$ cat config.mk
export PLATFORM = sky130hd
export DESIGN_NAME = pcw_sys_ctrl
export DESIGN_NICKNAME = d
export VERILOG_FILES = /design/src/common/pcw_bus_pkg.sv /design/src/common/pcw_ctrl_pkg.sv /design/src/verilog/pcw_io_decode.sv /design/src/verilog/pcw_memory_map.sv /design/src/verilog/pcw_interrupt_ctrl.sv /design/src/verilog/pcw_read_mux.sv /design/src/verilog/pcw_sys_ctrl.sv
export VERILOG_INCLUDE_DIRS = /design/src /design/src/common
export SDC_FILE = /design/constraint.sdc
export NUM_CORES = 1
export LEC_CHECK = 0
export BUFFER_PORTS_ARGS = -buffer_cell sky130_fd_sc_hd__buf_2
export CORE_ASPECT_RATIO = 1.25
export CORE_UTILIZATION = 25
export CTS_BUF_LIST = sky130_fd_sc_hd__clkbuf_8
export DETAILED_ROUTE_END_ITERATION = 10
export GPL_ROUTABILITY_DRIVEN = 0
export MAX_ROUTING_LAYER = met4
export PLACE_DENSITY = 0.52
export SLEW_MARGIN = 20
export SYNTH_ARGS = -nofsm -noshare
export SYNTH_HDL_FRONTEND = slang
export SYNTH_SLANG_ARGS = --single-unit
$ cat constraint.sdc
create_clock -name clk_sys -period 2.56 [get_ports clk_sys]
set_clock_uncertainty 0.15 [all_clocks]
set_input_delay 0.256 -clock clk_sys [delete_from_list [all_inputs] [get_ports clk_sys]]
set_output_delay 0.256 -clock clk_sys [all_outputs]
set_load 0.02 [all_outputs]
$ cat src/common/pcw_defs.svh
// PCW system control constants for bus widths, I/O port numbers and register reset values
`ifndef PCW_DEFS_SVH
`define PCW_DEFS_SVH

// Bus and memory widths
`define PCW_ADDR_W        16
`define PCW_RAM_ADDR_W    18
`define PCW_DATA_W        8
`define PCW_PAGE_OFS_W    14
`define PCW_MISS_W        4

// Cycles from a port F4 read to the timer clear
`define PCW_TCLR_CYCLES   32

// Control port numbers on the low address byte
`define PCW_PORT_PAGE0    8'hF0
`define PCW_PORT_PAGE1    8'hF1
`define PCW_PORT_PAGE2    8'hF2
`define PCW_PORT_PAGE3    8'hF3
`define PCW_PORT_LOCK     8'hF4
`define PCW_PORT_ROLLER   8'hF5
`define PCW_PORT_SCROLL   8'hF6
`define PCW_PORT_INVERSE  8'hF7
`define PCW_PORT_SYSCTL   8'hF8
// Same address as the lock port, read side
`define PCW_PORT_TIMER    8'hF4

// Reset values, native paging with banks 0 to 3
`define PCW_PAGE0_RESET   8'h80
`define PCW_PAGE1_RESET   8'h81
`define PCW_PAGE2_RESET   8'h82
`define PCW_PAGE3_RESET   8'h83
`define PCW_LOCK_RESET    8'hF1
`define PCW_INV_RESET     8'h80

// Value on the bus for ports nobody answers
`define PCW_IDLE_DATA     8'hFF

`endif

$ cat src/common/pcw_bus_pkg.sv
// CPU bus types for the PCW system control block: bus cycle, port and command codes
`include "pcw_defs.svh"

package pcw_bus_pkg;

    // One CPU cycle, strobes active high
    typedef struct packed {
        logic [`PCW_ADDR_W-1:0] addr;
        logic [`PCW_DATA_W-1:0] wdata;
        logic                   io_rd;
        logic                   io_wr;
        logic                   mem_wr;
    } cpu_bus_t;

    // Decoded control ports
    typedef enum logic [3:0] {
        PAGE0,
        PAGE1,
        PAGE2,
        PAGE3,
        LOCK,
        ROLLER,
        SCROLL,
        INVERSE,
        SYSCTL,
        TIMER_STAT,
        NONE
    } io_port_e;

    // System control commands, low nibble of a port F8 write
    typedef enum logic [3:0] {
        NOP       = 4'd0,
        DISK_NMI  = 4'd2,
        DISK_INT  = 4'd3,
        DISK_OFF  = 4'd4,
        TC_SET    = 4'd5,
        TC_CLR    = 4'd6,
        MOTOR_ON  = 4'd9,
        MOTOR_OFF = 4'd10,
        SPK_ON    = 4'd11,
        SPK_OFF   = 4'd12
    } sys_cmd_e;

    // Decode result for the execute stages
    typedef struct packed {
        io_port_e wr_port;
        logic     stat_rd;
        logic     tclr_start;
        logic     cmd_valid;
        sys_cmd_e cmd;
    } io_sel_t;

endpackage

$ cat src/common/pcw_ctrl_pkg.sv
// Control state types for the PCW system control block: paging, video and disk control
`include "pcw_defs.svh"

package pcw_ctrl_pkg;

    // Ports F0 to F3 plus the CPC read lock in F4
    typedef struct packed {
        logic [3:0][`PCW_DATA_W-1:0] page;
        logic [`PCW_DATA_W-1:0]      lock;
    } page_regs_t;

    // Display controls from ports F5 to F7
    typedef struct packed {
        logic [`PCW_DATA_W-1:0] roller_ptr;
        logic [`PCW_DATA_W-1:0] y_scroll;
        logic                   inverse;
        logic                   disable_vid;
    } video_ctrl_t;

    // Disk and speaker controls set by port F8 commands
    typedef struct packed {
        logic fdc_tc;
        logic motor_on;
        logic speaker_on;
        logic disk_to_nmi;
        logic disk_to_int;
    } disk_ctrl_t;

    // Timer clear sequencer after a port F4 read
    typedef enum logic {
        IDLE,
        CLEARING
    } irq_state_e;

endpackage

$ cat src/verilog/pcw_io_decode.sv
// PCW I/O decode, turns CPU strobes and the low address byte into port selects and commands
`timescale 1ns/1ps
`include "pcw_defs.svh"

module pcw_io_decode
(
    input  pcw_bus_pkg::cpu_bus_t bus,
    output pcw_bus_pkg::io_sel_t  sel
);
    import pcw_bus_pkg::*;

    logic [`PCW_DATA_W-1:0] port_lo;

    // Only the low address byte selects an I/O port
    assign port_lo = bus.addr[`PCW_DATA_W-1:0];

    always_comb
    begin
        sel = '{wr_port: NONE, stat_rd: 1'b0, tclr_start: 1'b0, cmd_valid: 1'b0, cmd: NOP};

        if (bus.io_wr)
        begin
            case (port_lo)
                `PCW_PORT_PAGE0:   sel.wr_port = PAGE0;
                `PCW_PORT_PAGE1:   sel.wr_port = PAGE1;
                `PCW_PORT_PAGE2:   sel.wr_port = PAGE2;
                `PCW_PORT_PAGE3:   sel.wr_port = PAGE3;
                `PCW_PORT_LOCK:    sel.wr_port = LOCK;
                `PCW_PORT_ROLLER:  sel.wr_port = ROLLER;
                `PCW_PORT_SCROLL:  sel.wr_port = SCROLL;
                `PCW_PORT_INVERSE: sel.wr_port = INVERSE;
                `PCW_PORT_SYSCTL:  sel.wr_port = SYSCTL;
                default:           sel.wr_port = NONE;
            endcase

            // System control command in the low nibble
            if (port_lo == `PCW_PORT_SYSCTL)
            begin
                sel.cmd_valid = 1'b1;
                case (bus.wdata[3:0])
                    4'd2, 4'd3, 4'd4, 4'd5, 4'd6,
                    4'd9, 4'd10, 4'd11, 4'd12:
                        sel.cmd = sys_cmd_e'(bus.wdata[3:0]);
                    // Bootstrap end, reset and unknown codes do nothing here
                    default:
                        sel.cmd = NOP;
                endcase
            end
        end

        if (bus.io_rd)
        begin
            // F8 and F4 both return the status byte
            sel.stat_rd    = (port_lo == `PCW_PORT_SYSCTL) || (port_lo == `PCW_PORT_TIMER);
            // F4 read also clears the timer misses
            sel.tclr_start = (port_lo == `PCW_PORT_TIMER);
        end
    end

endmodule

$ cat src/verilog/pcw_memory_map.sv
// PCW memory map, holds ports F0 to F7 and maps CPU addresses into the 256K RAM
`timescale 1ns/1ps
`include "pcw_defs.svh"

module pcw_memory_map
(
    input  logic                            clk_sys,
    input  logic                            reset,
    input  pcw_bus_pkg::cpu_bus_t           bus,
    input  pcw_bus_pkg::io_sel_t            sel,
    output logic [`PCW_RAM_ADDR_W-1:0]      ram_addr,
    output pcw_ctrl_pkg::video_ctrl_t       video
);
    import pcw_bus_pkg::*;
    import pcw_ctrl_pkg::*;

    page_regs_t             pages;
    logic [`PCW_DATA_W-1:0] roller;
    logic [`PCW_DATA_W-1:0] scroll;
    logic [`PCW_DATA_W-1:0] vid_flags;

    logic [1:0]                  bank;
    logic [`PCW_DATA_W-1:0]      page_byte;
    logic                        lock_bit;
    logic [2:0]                  cpc_block;
    logic [`PCW_PAGE_OFS_W-1:0]  offset;

    // Port writes, one register per port
    always_ff @(posedge clk_sys)
    begin
        if (reset)
        begin
            pages.page[0] <= `PCW_PAGE0_RESET;
            pages.page[1] <= `PCW_PAGE1_RESET;
            pages.page[2] <= `PCW_PAGE2_RESET;
            pages.page[3] <= `PCW_PAGE3_RESET;
            pages.lock    <= `PCW_LOCK_RESET;
            roller        <= '0;
            scroll        <= '0;
            vid_flags     <= `PCW_INV_RESET;
        end
        else
        begin
            case (sel.wr_port)
                PAGE0:   pages.page[0] <= bus.wdata;
                PAGE1:   pages.page[1] <= bus.wdata;
                PAGE2:   pages.page[2] <= bus.wdata;
                PAGE3:   pages.page[3] <= bus.wdata;
                LOCK:    pages.lock    <= bus.wdata;
                ROLLER:  roller        <= bus.wdata;
                SCROLL:  scroll        <= bus.wdata;
                INVERSE: vid_flags     <= bus.wdata;
                default: ;
            endcase
        end
    end

    // Top two address bits pick the 16K bank
    assign bank      = bus.addr[`PCW_ADDR_W-1:`PCW_PAGE_OFS_W];
    assign offset    = bus.addr[`PCW_PAGE_OFS_W-1:0];
    assign page_byte = pages.page[bank];
    // Lock bits 7:4 belong to banks 3:0
    assign lock_bit  = pages.lock[{1'b1, bank}];

    always_comb
    begin
        // CPC mode, writes always use the low field
        if (bus.mem_wr || lock_bit)
            cpc_block = page_byte[2:0];
        else
            cpc_block = page_byte[6:4];

        // Bit 7 set means native PCW paging, 16 blocks
        if (page_byte[7])
            ram_addr = {page_byte[3:0], offset};
        else
            ram_addr = {1'b0, cpc_block, offset};
    end

    // Display controls
    assign video.roller_ptr  = roller;
    assign video.y_scroll    = scroll;
    assign video.inverse     = vid_flags[7];
    // F7 bit 6 enables the display
    assign video.disable_vid = ~vid_flags[6];

endmodule

$ cat src/verilog/pcw_interrupt_ctrl.sv
// PCW interrupt control, runs F8 commands, disk IRQ routing, timer misses and INT/NMI lines
`timescale 1ns/1ps
`include "pcw_defs.svh"

module pcw_interrupt_ctrl
(
    input  logic                          clk_sys,
    input  logic                          reset,
    input  pcw_bus_pkg::io_sel_t          sel,
    input  logic                          timer_tick,
    input  logic                          fdc_int,
    input  logic                          cpu_iff1,
    output pcw_ctrl_pkg::disk_ctrl_t      disk,
    output logic [`PCW_MISS_W-1:0]        misses,
    output logic                          fdc_latch,
    output logic                          int_req,
    output logic                          nmi_req
);
    import pcw_bus_pkg::*;
    import pcw_ctrl_pkg::*;

    localparam int TCLR_W = $clog2(`PCW_TCLR_CYCLES);

    logic              mode_chg;
    logic [1:0]        tick_sr;
    logic [1:0]        fdc_sr;
    logic              tick_pe;
    logic              fdc_pe;
    logic              fdc_ne;
    logic              nmi_flag;
    logic              timer_line;
    logic              int_line;
    logic              nmi_line;
    irq_state_e        tclr_state;
    logic [TCLR_W-1:0] tclr_cnt;

    // Commands from port F8
    always_ff @(posedge clk_sys)
    begin
        if (reset)
        begin
            disk     <= '0;
            mode_chg <= 1'b0;
        end
        else
        begin
            mode_chg <= 1'b0;
            if (sel.cmd_valid)
            begin
                case (sel.cmd)
                    DISK_NMI:
                    begin
                        disk.disk_to_nmi <= 1'b1;
                        disk.disk_to_int <= 1'b0;
                    end
                    DISK_INT:
                    begin
                        disk.disk_to_nmi <= 1'b0;
                        disk.disk_to_int <= 1'b1;
                        mode_chg         <= 1'b1;
                    end
                    DISK_OFF:
                    begin
                        disk.disk_to_nmi <= 1'b0;
                        disk.disk_to_int <= 1'b0;
                        mode_chg         <= 1'b1;
                    end
                    TC_SET:    disk.fdc_tc     <= 1'b1;
                    TC_CLR:    disk.fdc_tc     <= 1'b0;
                    MOTOR_ON:  disk.motor_on   <= 1'b1;
                    MOTOR_OFF: disk.motor_on   <= 1'b0;
                    SPK_ON:    disk.speaker_on <= 1'b1;
                    SPK_OFF:   disk.speaker_on <= 1'b0;
                    default: ;
                endcase
            end
        end
    end

    // Input sample register, edges seen one cycle later
    always_ff @(posedge clk_sys)
    begin
        if (reset)
        begin
            tick_sr <= '0;
            fdc_sr  <= '0;
        end
        else
        begin
            tick_sr <= {tick_sr[0], timer_tick};
            fdc_sr  <= {fdc_sr[0], fdc_int};
        end
    end

    assign tick_pe = tick_sr[0] & ~tick_sr[1];
    assign fdc_pe  = fdc_sr[0] & ~fdc_sr[1];
    assign fdc_ne  = ~fdc_sr[0] & fdc_sr[1];

    // Floppy status latch and pending NMI
    always_ff @(posedge clk_sys)
    begin
        if (reset)
        begin
            fdc_latch <= 1'b0;
            nmi_flag  <= 1'b0;
        end
        else
        begin
            if (fdc_pe)
            begin
                fdc_latch <= 1'b1;
                if (disk.disk_to_nmi)
                    nmi_flag <= 1'b1;
            end
            else if (fdc_ne)
                fdc_latch <= 1'b0;
            // Routing away from NMI drops a pending one
            if (mode_chg && !disk.disk_to_nmi)
                nmi_flag <= 1'b0;
        end
    end

    // Timer tick, clear sequence and request lines
    always_ff @(posedge clk_sys)
    begin
        if (reset)
        begin
            misses     <= '0;
            timer_line <= 1'b0;
            int_line   <= 1'b0;
            nmi_line   <= 1'b0;
            tclr_state <= IDLE;
            tclr_cnt   <= '0;
        end
        else
        begin
            if (tick_pe)
            begin
                // Saturates at 15
                if (misses != '1)
                    misses <= misses + 1'b1;
                timer_line <= cpu_iff1;
                nmi_line   <= nmi_flag;
                int_line   <= disk.disk_to_int & fdc_latch & cpu_iff1;
            end

            case (tclr_state)
                IDLE:
                begin
                    if (sel.tclr_start)
                    begin
                        tclr_state <= CLEARING;
                        tclr_cnt   <= '0;
                    end
                end
                CLEARING:
                begin
                    if (tclr_cnt == TCLR_W'(`PCW_TCLR_CYCLES - 1))
                    begin
                        tclr_state <= IDLE;
                        timer_line <= 1'b0;
                        misses     <= '0;
                    end
                    else
                        tclr_cnt <= tclr_cnt + 1'b1;
                end
                default: tclr_state <= IDLE;
            endcase

            // Routing away from INT drops the disk INT line
            if (mode_chg && !disk.disk_to_int)
                int_line <= 1'b0;
        end
    end

    assign int_req = int_line | timer_line;
    assign nmi_req = nmi_line;

endmodule

$ cat src/verilog/pcw_read_mux.sv
// PCW read mux, builds the F8/F4 status byte and returns I/O read data
`timescale 1ns/1ps
`include "pcw_defs.svh"

module pcw_read_mux
(
    input  pcw_bus_pkg::io_sel_t          sel,
    input  logic [`PCW_MISS_W-1:0]        misses,
    input  logic                          fdc_latch,
    input  logic                          vblank,
    input  logic                          ntsc,
    output logic [`PCW_DATA_W-1:0]        rdata
);

    logic [`PCW_DATA_W-1:0] status;

    // Bit 7 unused
    // Bit 6 flyback, bit 5 floppy interrupt latch
    // Bit 4 low for 60 Hz, bits 3:0 timer misses
    assign status = {1'b0, vblank, fdc_latch, ~ntsc, misses};

    always_comb
    begin
        if (sel.stat_rd)
            rdata = status;
        else
            rdata = `PCW_IDLE_DATA;
    end

endmodule

$ cat src/verilog/pcw_sys_ctrl.sv
// PCW system control top, I/O decode, memory map, interrupt control and read data
`timescale 1ns/1ps
`include "pcw_defs.svh"

module pcw_sys_ctrl
(
    input  logic                          clk_sys,
    input  logic                          reset,
    input  pcw_bus_pkg::cpu_bus_t         bus,
    input  logic                          timer_tick,
    input  logic                          fdc_int,
    input  logic                          cpu_iff1,
    input  logic                          vblank,
    input  logic                          ntsc,
    output logic [`PCW_RAM_ADDR_W-1:0]    ram_addr,
    output logic [`PCW_DATA_W-1:0]        rdata,
    output pcw_ctrl_pkg::video_ctrl_t     video,
    output pcw_ctrl_pkg::disk_ctrl_t      disk,
    output logic                          int_req,
    output logic                          nmi_req
);
    import pcw_bus_pkg::*;

    io_sel_t                 sel;
    logic [`PCW_MISS_W-1:0]  misses;
    logic                    fdc_latch;

    pcw_io_decode decode_i
    (
        .bus (bus),
        .sel (sel)
    );

    // Also owns the video ports F5 to F7
    pcw_memory_map mem_map_i
    (
        .clk_sys  (clk_sys),
        .reset    (reset),
        .bus      (bus),
        .sel      (sel),
        .ram_addr (ram_addr),
        .video    (video)
    );

    pcw_interrupt_ctrl irq_i
    (
        .clk_sys    (clk_sys),
        .reset      (reset),
        .sel        (sel),
        .timer_tick (timer_tick),
        .fdc_int    (fdc_int),
        .cpu_iff1   (cpu_iff1),
        .disk       (disk),
        .misses     (misses),
        .fdc_latch  (fdc_latch),
        .int_req    (int_req),
        .nmi_req    (nmi_req)
    );

    pcw_read_mux read_mux_i
    (
        .sel       (sel),
        .misses    (misses),
        .fdc_latch (fdc_latch),
        .vblank    (vblank),
        .ntsc      (ntsc),
        .rdata     (rdata)
    );

endmodule

==> Word level (Yosys, flattened, before mapping) <==
Cells that the tools add are included.
Widths: inputs -> output; s select.
{ "totals": {"elab_cells": 135, "input_bits": 34, "regBits": 89} }
{ "classes": {"n_eq_ne": 38, "bitwise_logic": 13, "n_lt_le_gt_ge": 2, "n_addsub": 2, "reduce_logical": 23, "n_mux": 33} }
{ "ops": {"columns": ["operator", "n"], "rows": [
  ["$eq 8x8->1 const B", 9],
  ["$eq 4x3->1 const B", 10],
  ["$pmux 4 s9", 1],
  ["$eq 4x4->1 const B", 8],
  ["$eq 4x2->1 const B", 6],
  ["$mux 4", 6],
  ["$mux 5", 4],
  ["$mux 18", 1],
  ["$bmux 8 s2", 1],
  ["$mux 8", 2],
  ["$reduce_and 2->1", 6],
  ["$pmux 5 s2", 1],
  ["$mux 1", 9],
  ["$reduce_or 9->1", 1],
  ["$pmux 1 s2", 4],
  ["$reduce_bool 2->1", 4],
  ["$reduce_or 2->1", 4],
  ["$not 1->1", 7],
  ["$pmux 2 s3", 1],
  ["$add 5x1->5 const B", 1],
  ["$and 1x1->1", 5],
  ["$eq 5x5->1 const B", 1],
  ["$add 4x1->4 const B", 1],
  ["$eq 4x1->1 const B", 1],
  ["other kinds (13)", 17]
]} }

==> Logic depth before layout (Yosys ltp) <==
Gate-level depths: netlist (run 1).
{ "depth": {"ltp_word": 8, "mapped_depth": 7} }

==> Modules after synthesis <==
From an unflattened synthesis (run 1), not the netlist that was laid out.
{ "hier_totals": {"hier_cells": 438, "area_unflattened_um2": 3719.8} }
{ "by_module_without_submodules": {"columns": ["module", "cells_per_inst", "n_inst", "seq_area_each_um2", "area_each_um2"], "rows": [
  ["pcw_memory_map", 274, 1, 1081.0, 2352.3],
  ["pcw_interrupt_ctrl", 130, 1, 500.5, 1157.4],
  ["pcw_io_decode", 26, 1, 0.0, 165.2],
  ["pcw_read_mux", 8, 1, 0.0, 45.0]
]} }

==> Worst setup path before layout (run 1) <==
Ideal clock, no wire load.
{ "synth_timing": {"kind": "input to output", "start": "input bus[17] (netlist bit)", "end": "output rdata[0]", "required_time_ps": 2154, "n_path_buf": 1, "t_arrival_ps": 1683, "setup_slack_ps": 471, "stages": 5, "cell_sequence": "nand4_2 buf_2 nor3_1 o211ai_1 or2_2"} }
{ "synth_between": {"elab_chain_len": 4, "word_cells_on_any_way": 5} }
{ "synth_rtl": {"columns": ["element", "line_no", "source"], "rows": [
  ["start, declared", "pcw_sys_ctrl.sv:9", "input pcw_bus_pkg::cpu_bus_t bus,"],
  ["$eq 8x8->1 (no line)", null, null],
  ["$logic_or 1x1->1 (*)", "pcw_io_decode.sv:54", "sel.stat_rd = (port_lo == `PCW_PORT_SYSCTL) || (port_lo == `PCW_PORT_TIMER);"],
  ["$mux 2 (*)", "pcw_io_decode.sv:51", "if (bus.io_rd)"],
  ["$mux 8 (*)", "pcw_read_mux.sv:24", "if (sel.stat_rd)"],
  ["end, declared", "pcw_sys_ctrl.sv:16", "output logic [`PCW_DATA_W-1:0] rdata,"]
]} }
Every way passes the cells marked *; elsewhere a longest branch is shown, timed or not.

==> Worst setup path in the final report (run 1) <==
{ "layout_timing": {"start": "register mem_map_i.pages[39] (netlist bit)", "end": "output ram_addr[16]"} }
{ "layout_between": {"elab_chain_len": 3} }
{ "layout_rtl": {"columns": ["element", "line_no", "source"], "rows": [
  ["start, declared", "pcw_memory_map.sv:17", "page_regs_t pages;"],
  ["$bmux 8 s2", "pcw_memory_map.sv:61", "assign page_byte = pages.page[bank];"],
  ["$mux 8 (not written as such)", "pcw_memory_map.sv:61", null],
  ["$mux 18", "pcw_memory_map.sv:74", "if (page_byte[7])"],
  ["end, declared", "pcw_sys_ctrl.sv:15", "output logic [`PCW_RAM_ADDR_W-1:0] ram_addr,"]
]} }
Every way passes these cells. The select of a mux whose other input is x is not followed.

==> results of run 1 <==
[cells in the mapped netlist (all sizes together) (2+ instances only)]
| master | instances | area (sq um) |
|---|---|---|
| dfxtp | 79 | 1580 |
| nor2 | 62 | 233 |
| mux2i | 46 | 460 |
| a21oi | 24 | 120 |
| buf | 22 | 151 |
| nor3 | 20 | 100 |
| nand2 | 19 | 71.3 |
| clkbuf | 15 | 56.3 |
| nor4 | 15 | 151 |
| nand2b | 10 | 65.1 |
| nor2b | 10 | 62.6 |
| inv | 8 | 30.0 |
| o22ai | 8 | 50.1 |
| or2 | 7 | 43.8 |
| o21ai | 6 | 30.0 |
| and3 | 5 | 31.3 |
| nand3 | 5 | 25.0 |
| ha | 4 | 50.1 |
| nand3b | 3 | 22.5 |
| nand4 | 3 | 25.0 |
| or4 | 3 | 26.3 |
| xor2 | 3 | 26.3 |
| a311oi | 2 | 17.5 |
| o32ai | 2 | 17.5 |
| or3 | 2 | 12.5 |
| or3b | 2 | 17.5 |
[cell type report]
| type | instances | share of cell area (%) |
|---|---|---|
| Multi-Input combinational cell | 274 | 41.5 |
| Tap cell | 175 | 5.09 |
| Inverter | 8 | 0.698 |
| Timing Repair Buffer | 85 | 10.8 |
| Clock inverter | 5 | 1.69 |
| Sequential cell | 79 | 36.8 |
| Clock buffer | 11 | 3.52 |
[tightest hold or removal path, cell delays in order]
cell and delay, ps:
buf_2 90, mux2i_1 60, nor2_1 70
[routing by layer]
layer | vias to the layer above | track usage [%]
met5 | - | -
met4 | 0 | 4.95
met3 | 10 | 2.30
met2 | 69 | 21.8
met1 | 1381 | 16.2
li1 | 1498 | -
[logic make-up (layout without fill, tap and decap cells)]
logic type / count (synthesis) / after routing / synth area share [%]
multiplexers: 46 / 46 / 12.8
buffers and inverters: 45 / 109 / 6.63
AO/OA/AOI/OAI: 53 / 53 / 9.00
XOR/XNOR: 3 / 3 / 0.733
flip-flops: 79 / 79 / 44.1
adder cells (fa/ha/maj): 4 / 4 / 1.40
AND/OR/NAND/NOR: 168 / 168 / 25.3
[registers in the layout, indices dropped and copies added, names as in the netlist]
name,flops
irq_i.nmi_req,1
mem_map_i.scroll,8
irq_i.misses,4
irq_i.nmi_flag,1
irq_i.tick_sr,2
mem_map_i.vid_flags,2
irq_i.mode_chg,1
irq_i.disk,5
mem_map_i.roller,8
irq_i.tclr_cnt,5
irq_i.fdc_latch,1
irq_i.timer_line,1
irq_i.int_line,1
mem_map_i.pages,36
irq_i.tclr_state,1
irq_i.fdc_sr,2
[final timing paths]
path	start	end	slack (ps)
setup / recovery	mem_map_i.pages[39]	ram_addr[16]	260
hold / removal	cpu_iff1	irq_i.timer_line	20
setup reg to reg	irq_i.tclr_state	irq_i.tclr_cnt[4]	660
hold reg to reg	irq_i.tick_sr[0]	irq_i.tick_sr[1]	310
[power by group]
group	switching [mW]	internal, mW	total, mW
combinational	0.125	0.0576	0.182
clock	0.441	0.595	1.04
sequential	0.00489	1.24	1.24
total	0.570	1.89	2.46
[metrics by stage]
| step | hold slack, ps | instances | worst slack (ps) |
|---|---|---|---|
| global route | 19.7 | 637 | 103 |
| detailed placement | 298 | 619 | 438 |
| CTS | 1.23 | 637 | 257 |
| floorplan | 234 | 398 | 471 |
| global placement | 302 | 619 | 454 |
| finish | 21.9 | 637 | 261 |
==> results.json, run 1 <==
{
  "nFillCells": 1494,
  "worstSkewPairLatency_ps": 350,
  "yosys_register_bits": 79,
  "dp_hpwl_um": 6780,
  "fp-row-count": 48,
  "grt_pass1_vias": 2870,
  "die_x_um": 109,
  "wirelength_met1_um": 4180,
  "postSynth.asyncResetShare_pct": 0,
  "fmax_ghz": 0.435,
  "hold_viol": 0,
  "wl_um": 9230,
  "worstMarginPinSlew_ps": 737,
  "drive_above_1_share_pct": 25.3,
  "cap_violations": 0,
  "finalCritPeriodShare_pct": 89.8,
  "setup_violations": 0,
  "seqCellArea_sq_mm": 0.00158,
  "leakagePower_nw": 1.61,
  "cts_tree": "done",
  "dieHeight_um": 136,
  "max_stage_delay_ps": 360,
  "start_kind": "flop",
  "drcViolationCount": 0,
  "synth.distinct_cells": 49,
  "met2_length_um": 4570,
  "via_count": 2958,
  "clkTransAtPathRegs_ps": 80,
  "ctsHoldBuffers": 2,
  "synthToLayoutAreaGrowth_pct": 20.0,
  "critPathTopFamily": "simple AND/OR/NAND/NOR gates",
  "rsz0062_at_grt": "false",
  "r2r_cells": 4,
  "dieArea_sq_mm": 0.0148,
  "finalNetCount": 495,
  "multi_input_area_sq_mm": 0.00179,
  "avgSynthCellArea_sq_um": 9.01,
  "clkSinkCount": 79,
  "max_slew_margin_pct": 50.8,
  "synth_ff_type": "dfxtp_1",
  "track_usage_pct": 13.3,
  "antenna_found_initial": 0,
  "ir_worst_vdd_mv": 0.208,
  "core_area_sq_mm": 0.0139,
  "critPathRequiredTime_ps": 2150,
  "slowest_stage": "nor4_1",
  "yosysWarnings": 0,
  "powerDensity_mw_per_mm2": 571,
  "postPlaceCellArea_sq_mm": 0.00406,
  "syn_inst": 398,
  "cts_buffer_depth": 2,
  "viasPerCell": 4.64,
  "fin_area_sq_mm": 0.00430,
  "worstPathArrival_ps": 1890,
  "final_cell_mix": "dfxtp_1 (79), buf_2 (72), nor2_1 (62)",
  "root_buffer": "clkbuf_8",
  "synth_nets": 436,
  "highest_layer": "met4",
  "critPathCaptureType": "primary output",
  "min_period_ps": 2300,
  "tns_ps": 0,
  "holdCritPathClass": "in -> reg",
  "cts_setup_buffers": 0,
  "dr.pass1.iters": 4,
  "ant_nets": 0,
  "synth_area_sq_mm": 0.00359,
  "ios": 85,
  "cts_buffers": 9,
  "met3_length_um": 375,
  "power_mw": 2.46,
  "critical_path_depth": 5,
  "fin_util_pct": 30.9,
  "synth-edff-count": 0,
  "post_cts_resized": 0,
  "grt_pass1_wl_um": 14800,
  "criticalPathCategory": "reg -> out",
  "cp_num_buf_inv": 1,
  "numPortBuffers": 72,
  "start_util_pct": 25.7,
  "worstHoldPathCells": 3,
  "htreeDepth": 3,
  "diodes": 0,
  "path_cells": "nor3_1 -> nand3b_1 -> o221ai_1 -> nor4_1 -> buf_2",
  "status": "finished clean",
  "drt_iter0_drc": 211,
  "layout_commonest_cell": "dfxtp_1",
  "yosysSeqAreaShare_pct": 44.1,
  "cp_max_fo": 3,
  "maxSlewViolCount": 0,
  "grt_start_max_net_pins": 38,
  "wire_per_inst_um": 14.5,
  "grt_overflow_total": 0
}
Note: power is estimated with default switching activity, not from simulation.
==> inputs of run 2 (changes only) <==
--- a/constraint.sdc
+++ b/constraint.sdc
@@ -4,2 +4,2 @@
 set_output_delay 0.256 -clock clk_sys [all_outputs]
-set_load 0.02 [all_outputs]
+set_load 0.005 [all_outputs]
==> results.json, run 2 (synthesis results as in run 1) <==
{
  "status": "finished clean",
  "drcViolationCount": 0,
  "largest-register": "mem_map_i.pages",
  "diodes": 0,
  "via_count": 2986,
  "grt_pass1_vias": 2891,
  "finalNetCount": 495,
  "dieHeight_um": 136,
  "fin_util_pct": 31.0,
  "fp-row-count": 48,
  "hold_viol": 0,
  "clkSinkCount": 79,
  "synthToLayoutAreaGrowth_pct": 20.5,
  "criticalPathCategory": "reg -> out",
  "dr.pass1.iters": 5,
  "critPathRequiredTime_ps": 2150,
  "layout_commonest_cell": "dfxtp_1",
  "post_cts_resized": 0,
  "final_cell_mix": "dfxtp_1 (79), buf_2 (72), nor2_1 (62)",
  "numPortBuffers": 72,
  "holdCritPathClass": "in -> reg",
  "wire_per_inst_um": 14.5,
  "start_kind": "flop",
  "finalCritPeriodShare_pct": 88.3,
  "critPathCaptureType": "primary output",
  "cts_buffer_depth": 2,
  "cap_violations": 0,
  "multi_input_area_sq_mm": 0.00179,
  "dieArea_sq_mm": 0.0148,
  "maxSlewViolCount": 0,
  "drt_iter0_drc": 207,
  "largest_registers": "mem_map_i.pages x36, mem_map_i.roller x8, mem_map_i.scroll x8",
  "place_ws_ps": 513,
  "start_util_pct": 25.7,
  "worstMarginPinSlew_ps": 743,
  "ir_worst_vdd_mv": 0.303,
  "grt_start_max_net_pins": 44,
  "grt_pass1_wl_um": 14700,
  "core_area_sq_mm": 0.0139,
  "tns_ps": 0,
  "die_x_um": 109,
  "antenna_found_initial": 0,
  "htreeDepth": 3,
  "dp_hpwl_um": 6650,
  "nFillCells": 1480,
  "root_buffer": "clkbuf_8",
  "worstPathArrival_ps": 1850,
  "powerDensity_mw_per_mm2": 571,
  "min_period_ps": 2260,
  "clkTransAtPathRegs_ps": 90,
  "fmax_ghz": 0.443,
  "track_usage_pct": 13.5,
  "cts_tree": "done",
  "seqCellArea_sq_mm": 0.00158,
  "max_slew_margin_pct": 50.4,
  "viasPerCell": 4.69,
  "cp_max_fo": 3,
  "rsz0062_at_grt": "false",
  "worstSkewPairLatency_ps": 360,
  "leakagePower_nw": 1.60,
  "cts_buffers": 9,
  "grt_overflow_total": 0,
  "setup_slack_ps": 300,
  "ant_nets": 0,
  "largest_reg_flops": 36,
  "setup_violations": 0,
  "drive_above_1_share_pct": 25.5,
  "cts_setup_buffers": 0,
  "wl_um": 9240,
  "ios": 85
}
## run 2: layout make-up
cell class                      instances  share of cell area [%]
Sequential cell                        79                    36.6
Inverter                                8                   0.695
Multi-Input combinational cell        274                    41.3
Timing Repair Buffer                   85                    11.1
Tap cell                              175                    5.07
Clock buffer                            9                    2.87
Clock inverter                          7                    2.40
## run 2: per-stage QoR
stage / area [sq um] / hold WS (ps) / std cells / power, mW
final: 4320 / 22.3 / 637 / 2.47
after detailed placement: 4060 / 324 / 618 / 1.44
after CTS: 4320 / 11.4 / 637 / 2.50
after global routing: 4320 / 57.1 / 637 / 2.57
after global placement: 4060 / 315 / 618 / 1.44
after floorplan: 3590 / 234 / 398 / 1.37
## run 2: critical path, cell delays in order (launching register included)
cell and delay, ps:
dfxtp_1 340, nor3_1 310, nand2_1 90, and3_1 190, nor4_1 380, buf_2 180
## run 2: routing by layer
layer  global-route usage [%]  wire length [um]  up-vias
met5                        -                 0        -
met4                     4.95               157        0
met3                     2.40               342       16
met2                     23.4              4690       75
met1                     15.2              4060     1390
li1                         -                 -     1505
## run 2: power breakdown
part	internal, mW	switching, mW	leakage (nW)
Combinational	0.0599	0.112	0.852
Clock	0.561	0.495	0.114
Sequential	1.24	0.00537	0.638
Total	1.86	0.612	1.60
## run 2: path summary, 6_finish.rpt
kind,slack (ps),end,from,cells past startpoint
hold / removal,20,mem_map_i.roller[7],bus[10],3
hold reg to reg,320,irq_i.tick_sr[1],irq_i.tick_sr[0],1
setup / recovery,300,ram_addr[16],mem_map_i.pages[6],5
setup reg to reg,660,irq_i.tclr_cnt[1],irq_i.tclr_state,4
## run 2: what timing repair did
action,CTS,global route
endpoints found under the hold margin,3,0
hold buffers,3,0
setup endpoints to repair,0,0
==> inputs of run 3 (changes only) <==
- ABC_CLOCK_PERIOD_IN_PS: not set -> 2500
- clock period: 2.56 -> 2.5 ns (I/O delays scaled with it)
==> results.json, run 3 (synthesis results as in run 1) <==
{
  "status": "finished clean",
  "dp_hpwl_um": 6650,
  "critPathTopFamily": "simple AND/OR/NAND/NOR gates",
  "p_int_mw": 1.68,
  "cts_setup_buffers": 0,
  "drt_iter0_drc": 250,
  "core_area_sq_mm": 0.0139,
  "worstSkewPairLatency_ps": 350,
  "worstHoldStart": "bus[10]",
  "layout_commonest_cell": "dfxtp_1",
  "cts_buffers": 9,
  "finalNonFillerCells": 637,
  "final_cell_mix": "dfxtp_1 (79), buf_2 (72), nor2_1 (62)",
  "diodes": 0,
  "critPathRequiredTime_ps": 2100,
  "post-place-cells": 619,
  "rsz0062_at_grt": "false",
  "criticalPathCategory": "reg -> out",
  "cp_max_fo": 3,
  "worstPathArrival_ps": 1900,
  "grt_overflow_total": 0,
  "largest_registers": "mem_map_i.pages x36, mem_map_i.roller x8, mem_map_i.scroll x8",
  "fmax_ghz": 0.435,
  "track_usage_pct": 13.4,
  "finalCritPeriodShare_pct": 91.9,
  "worstReg2RegStart": "irq_i.tclr_state",
  "cap_violations": 0,
  "largest-register": "mem_map_i.pages",
  "maxSlewViolCount": 0,
  "r2r-end": "irq_i.tclr_cnt[1]",
  "largest_reg_flops": 36,
  "worstHoldPathCells": 3,
  "power_frac_clock_pct": 36.4,
  "r2r_cells": 4,
  "wire_per_inst_um": 14.5,
  "viasPerCell": 4.64,
  "drive_above_1_share_pct": 25.3,
  "grt_pass1_vias": 2898,
  "worstMarginPinSlew_ps": 759,
  "ir_worst_vdd_mv": 0.207,
  "via_count": 2954,
  "power_mw": 2.27,
  "leakagePower_nw": 1.57,
  "dieHeight_um": 136,
  "hold_path_end": "mem_map_i.roller[7]",
  "root_buffer": "clkbuf_8",
  "max_stage_delay_ps": 400,
  "clkSinkCount": 79,
  "pwr-share-seq_pct": 55.9,
  "holdCritPathClass": "in -> reg",
  "start_kind": "flop",
  "min_period_ps": 2300,
  "setup_violations": 0,
  "dr.pass1.iters": 4,
  "drcViolationCount": 0,
  "powerDensity_mw_per_mm2": 534,
  "hold_viol": 0,
  "cts_buffer_depth": 2,
  "max_slew_margin_pct": 49.3,
  "cp_num_buf_inv": 1,
  "wl_um": 9240,
  "start_util_pct": 25.7,
  "clkTransAtPathRegs_ps": 80,
  "htreeDepth": 3,
  "path_cells": "nor3_1 -> nand3b_1 -> o221ai_1 -> nor4_1 -> buf_2",
  "die_x_um": 109,
  "dieArea_sq_mm": 0.0148,
  "fp-row-count": 48,
  "synthToLayoutAreaGrowth_pct": 18.6,
  "finalNetCount": 496,
  "reg2reg_slack_ps": 600,
  "antenna_found_initial": 0,
  "critPathCaptureType": "primary output",
  "numPortBuffers": 72,
  "ant_nets": 0,
  "ios": 85,
  "switching_share_pct": 26.2,
  "combinationalPowerShare_pct": 7.7,
  "grt_start_max_net_pins": 30,
  "slowest_stage": "nor4_1",
  "p_switching_mw": 0.596,
  "grt_pass1_wl_um": 14600,
  "cts_tree": "done",
  "tns_ps": 0
}
==> run 3: changes by cell type in the layout (fill, tap and decap cells not counted), sizes merged <==
cell	previous run	this run
clkinvlp	0	3
buf	82	83
bufinv	2	0
clkinv	3	2
inv	10	9
==> run 3: power by group through the flow <==
stage	Sequential, mW	Clock [mW]	Combinational (mW)
finish	1.27	0.827	0.174
floorplan	1.30	0	0.110
CTS	1.27	0.858	0.177
global route	1.27	0.914	0.194
detailed placement	1.30	0	0.173
global placement	1.30	0	0.171
==> run 3: repair_timing <==
item                      CTS  global route
hold endpoints to repair    3             0
hold buffers                3             0
gates resized for setup     0             0
==> run 3: layout make-up <==
cell class,count,area (sq um)
multi-input combinational,274,1790
clock inverter,6,40.0
fill,1483,9680
clock buffer,9,124
tap,175,219
sequential,79,1580
timing repair buffer,86,473
inverter,8,30.0
==> run 3: worst max path at each step <==
stage,from,end,slack [ps],depth (start not counted)
2_1_floorplan,bus[17],rdata[0],640,5
3_3_place_gp,bus[14],rdata[0],490,6
3_5_place_dp,bus[11],irq_i.disk[1],470,5
4_1_cts,mem_map_i.pages[39],ram_addr[16],190,5
5_1_grt,mem_map_i.pages[31],ram_addr[16],50,5
6_report,mem_map_i.pages[39],ram_addr[16],200,5
==> run 3: stage by stage <==
step                      hold WS [ps]  util (%)  worst slack [ps]  cell area, sq um
after floorplan                    228         -               638              3590
after global placement             315      29.1               491              4060
after detailed placement           315      29.1               471              4060
after CTS                         8.57      30.5               193              4250
after global routing              37.4      30.5              48.6              4250
final                             19.2      30.5               202              4250
==> run 3: metal layers <==
| metal | track usage (%) | wire (um) | part of all wire, % | up-vias |
|---|---|---|---|---|
| met1 | 15.0 | 4020 | 43 | 1354 |
| met5 | - | 0 | 0 | - |
| li1 | - | - | - | 1500 |
| met3 | 3.07 | 522 | 5.6 | 16 |
| met2 | 22.8 | 4540 | 49 | 84 |
| met4 | 5.41 | 159 | 1.7 | 0 |
==> run 3: worst reg2reg max path: stages (launching register included) <==
cell	delay (ps)
dfxtp_1	330
or4b_2	600
or4_1	460
nand2b_2	140
o32ai_1	90
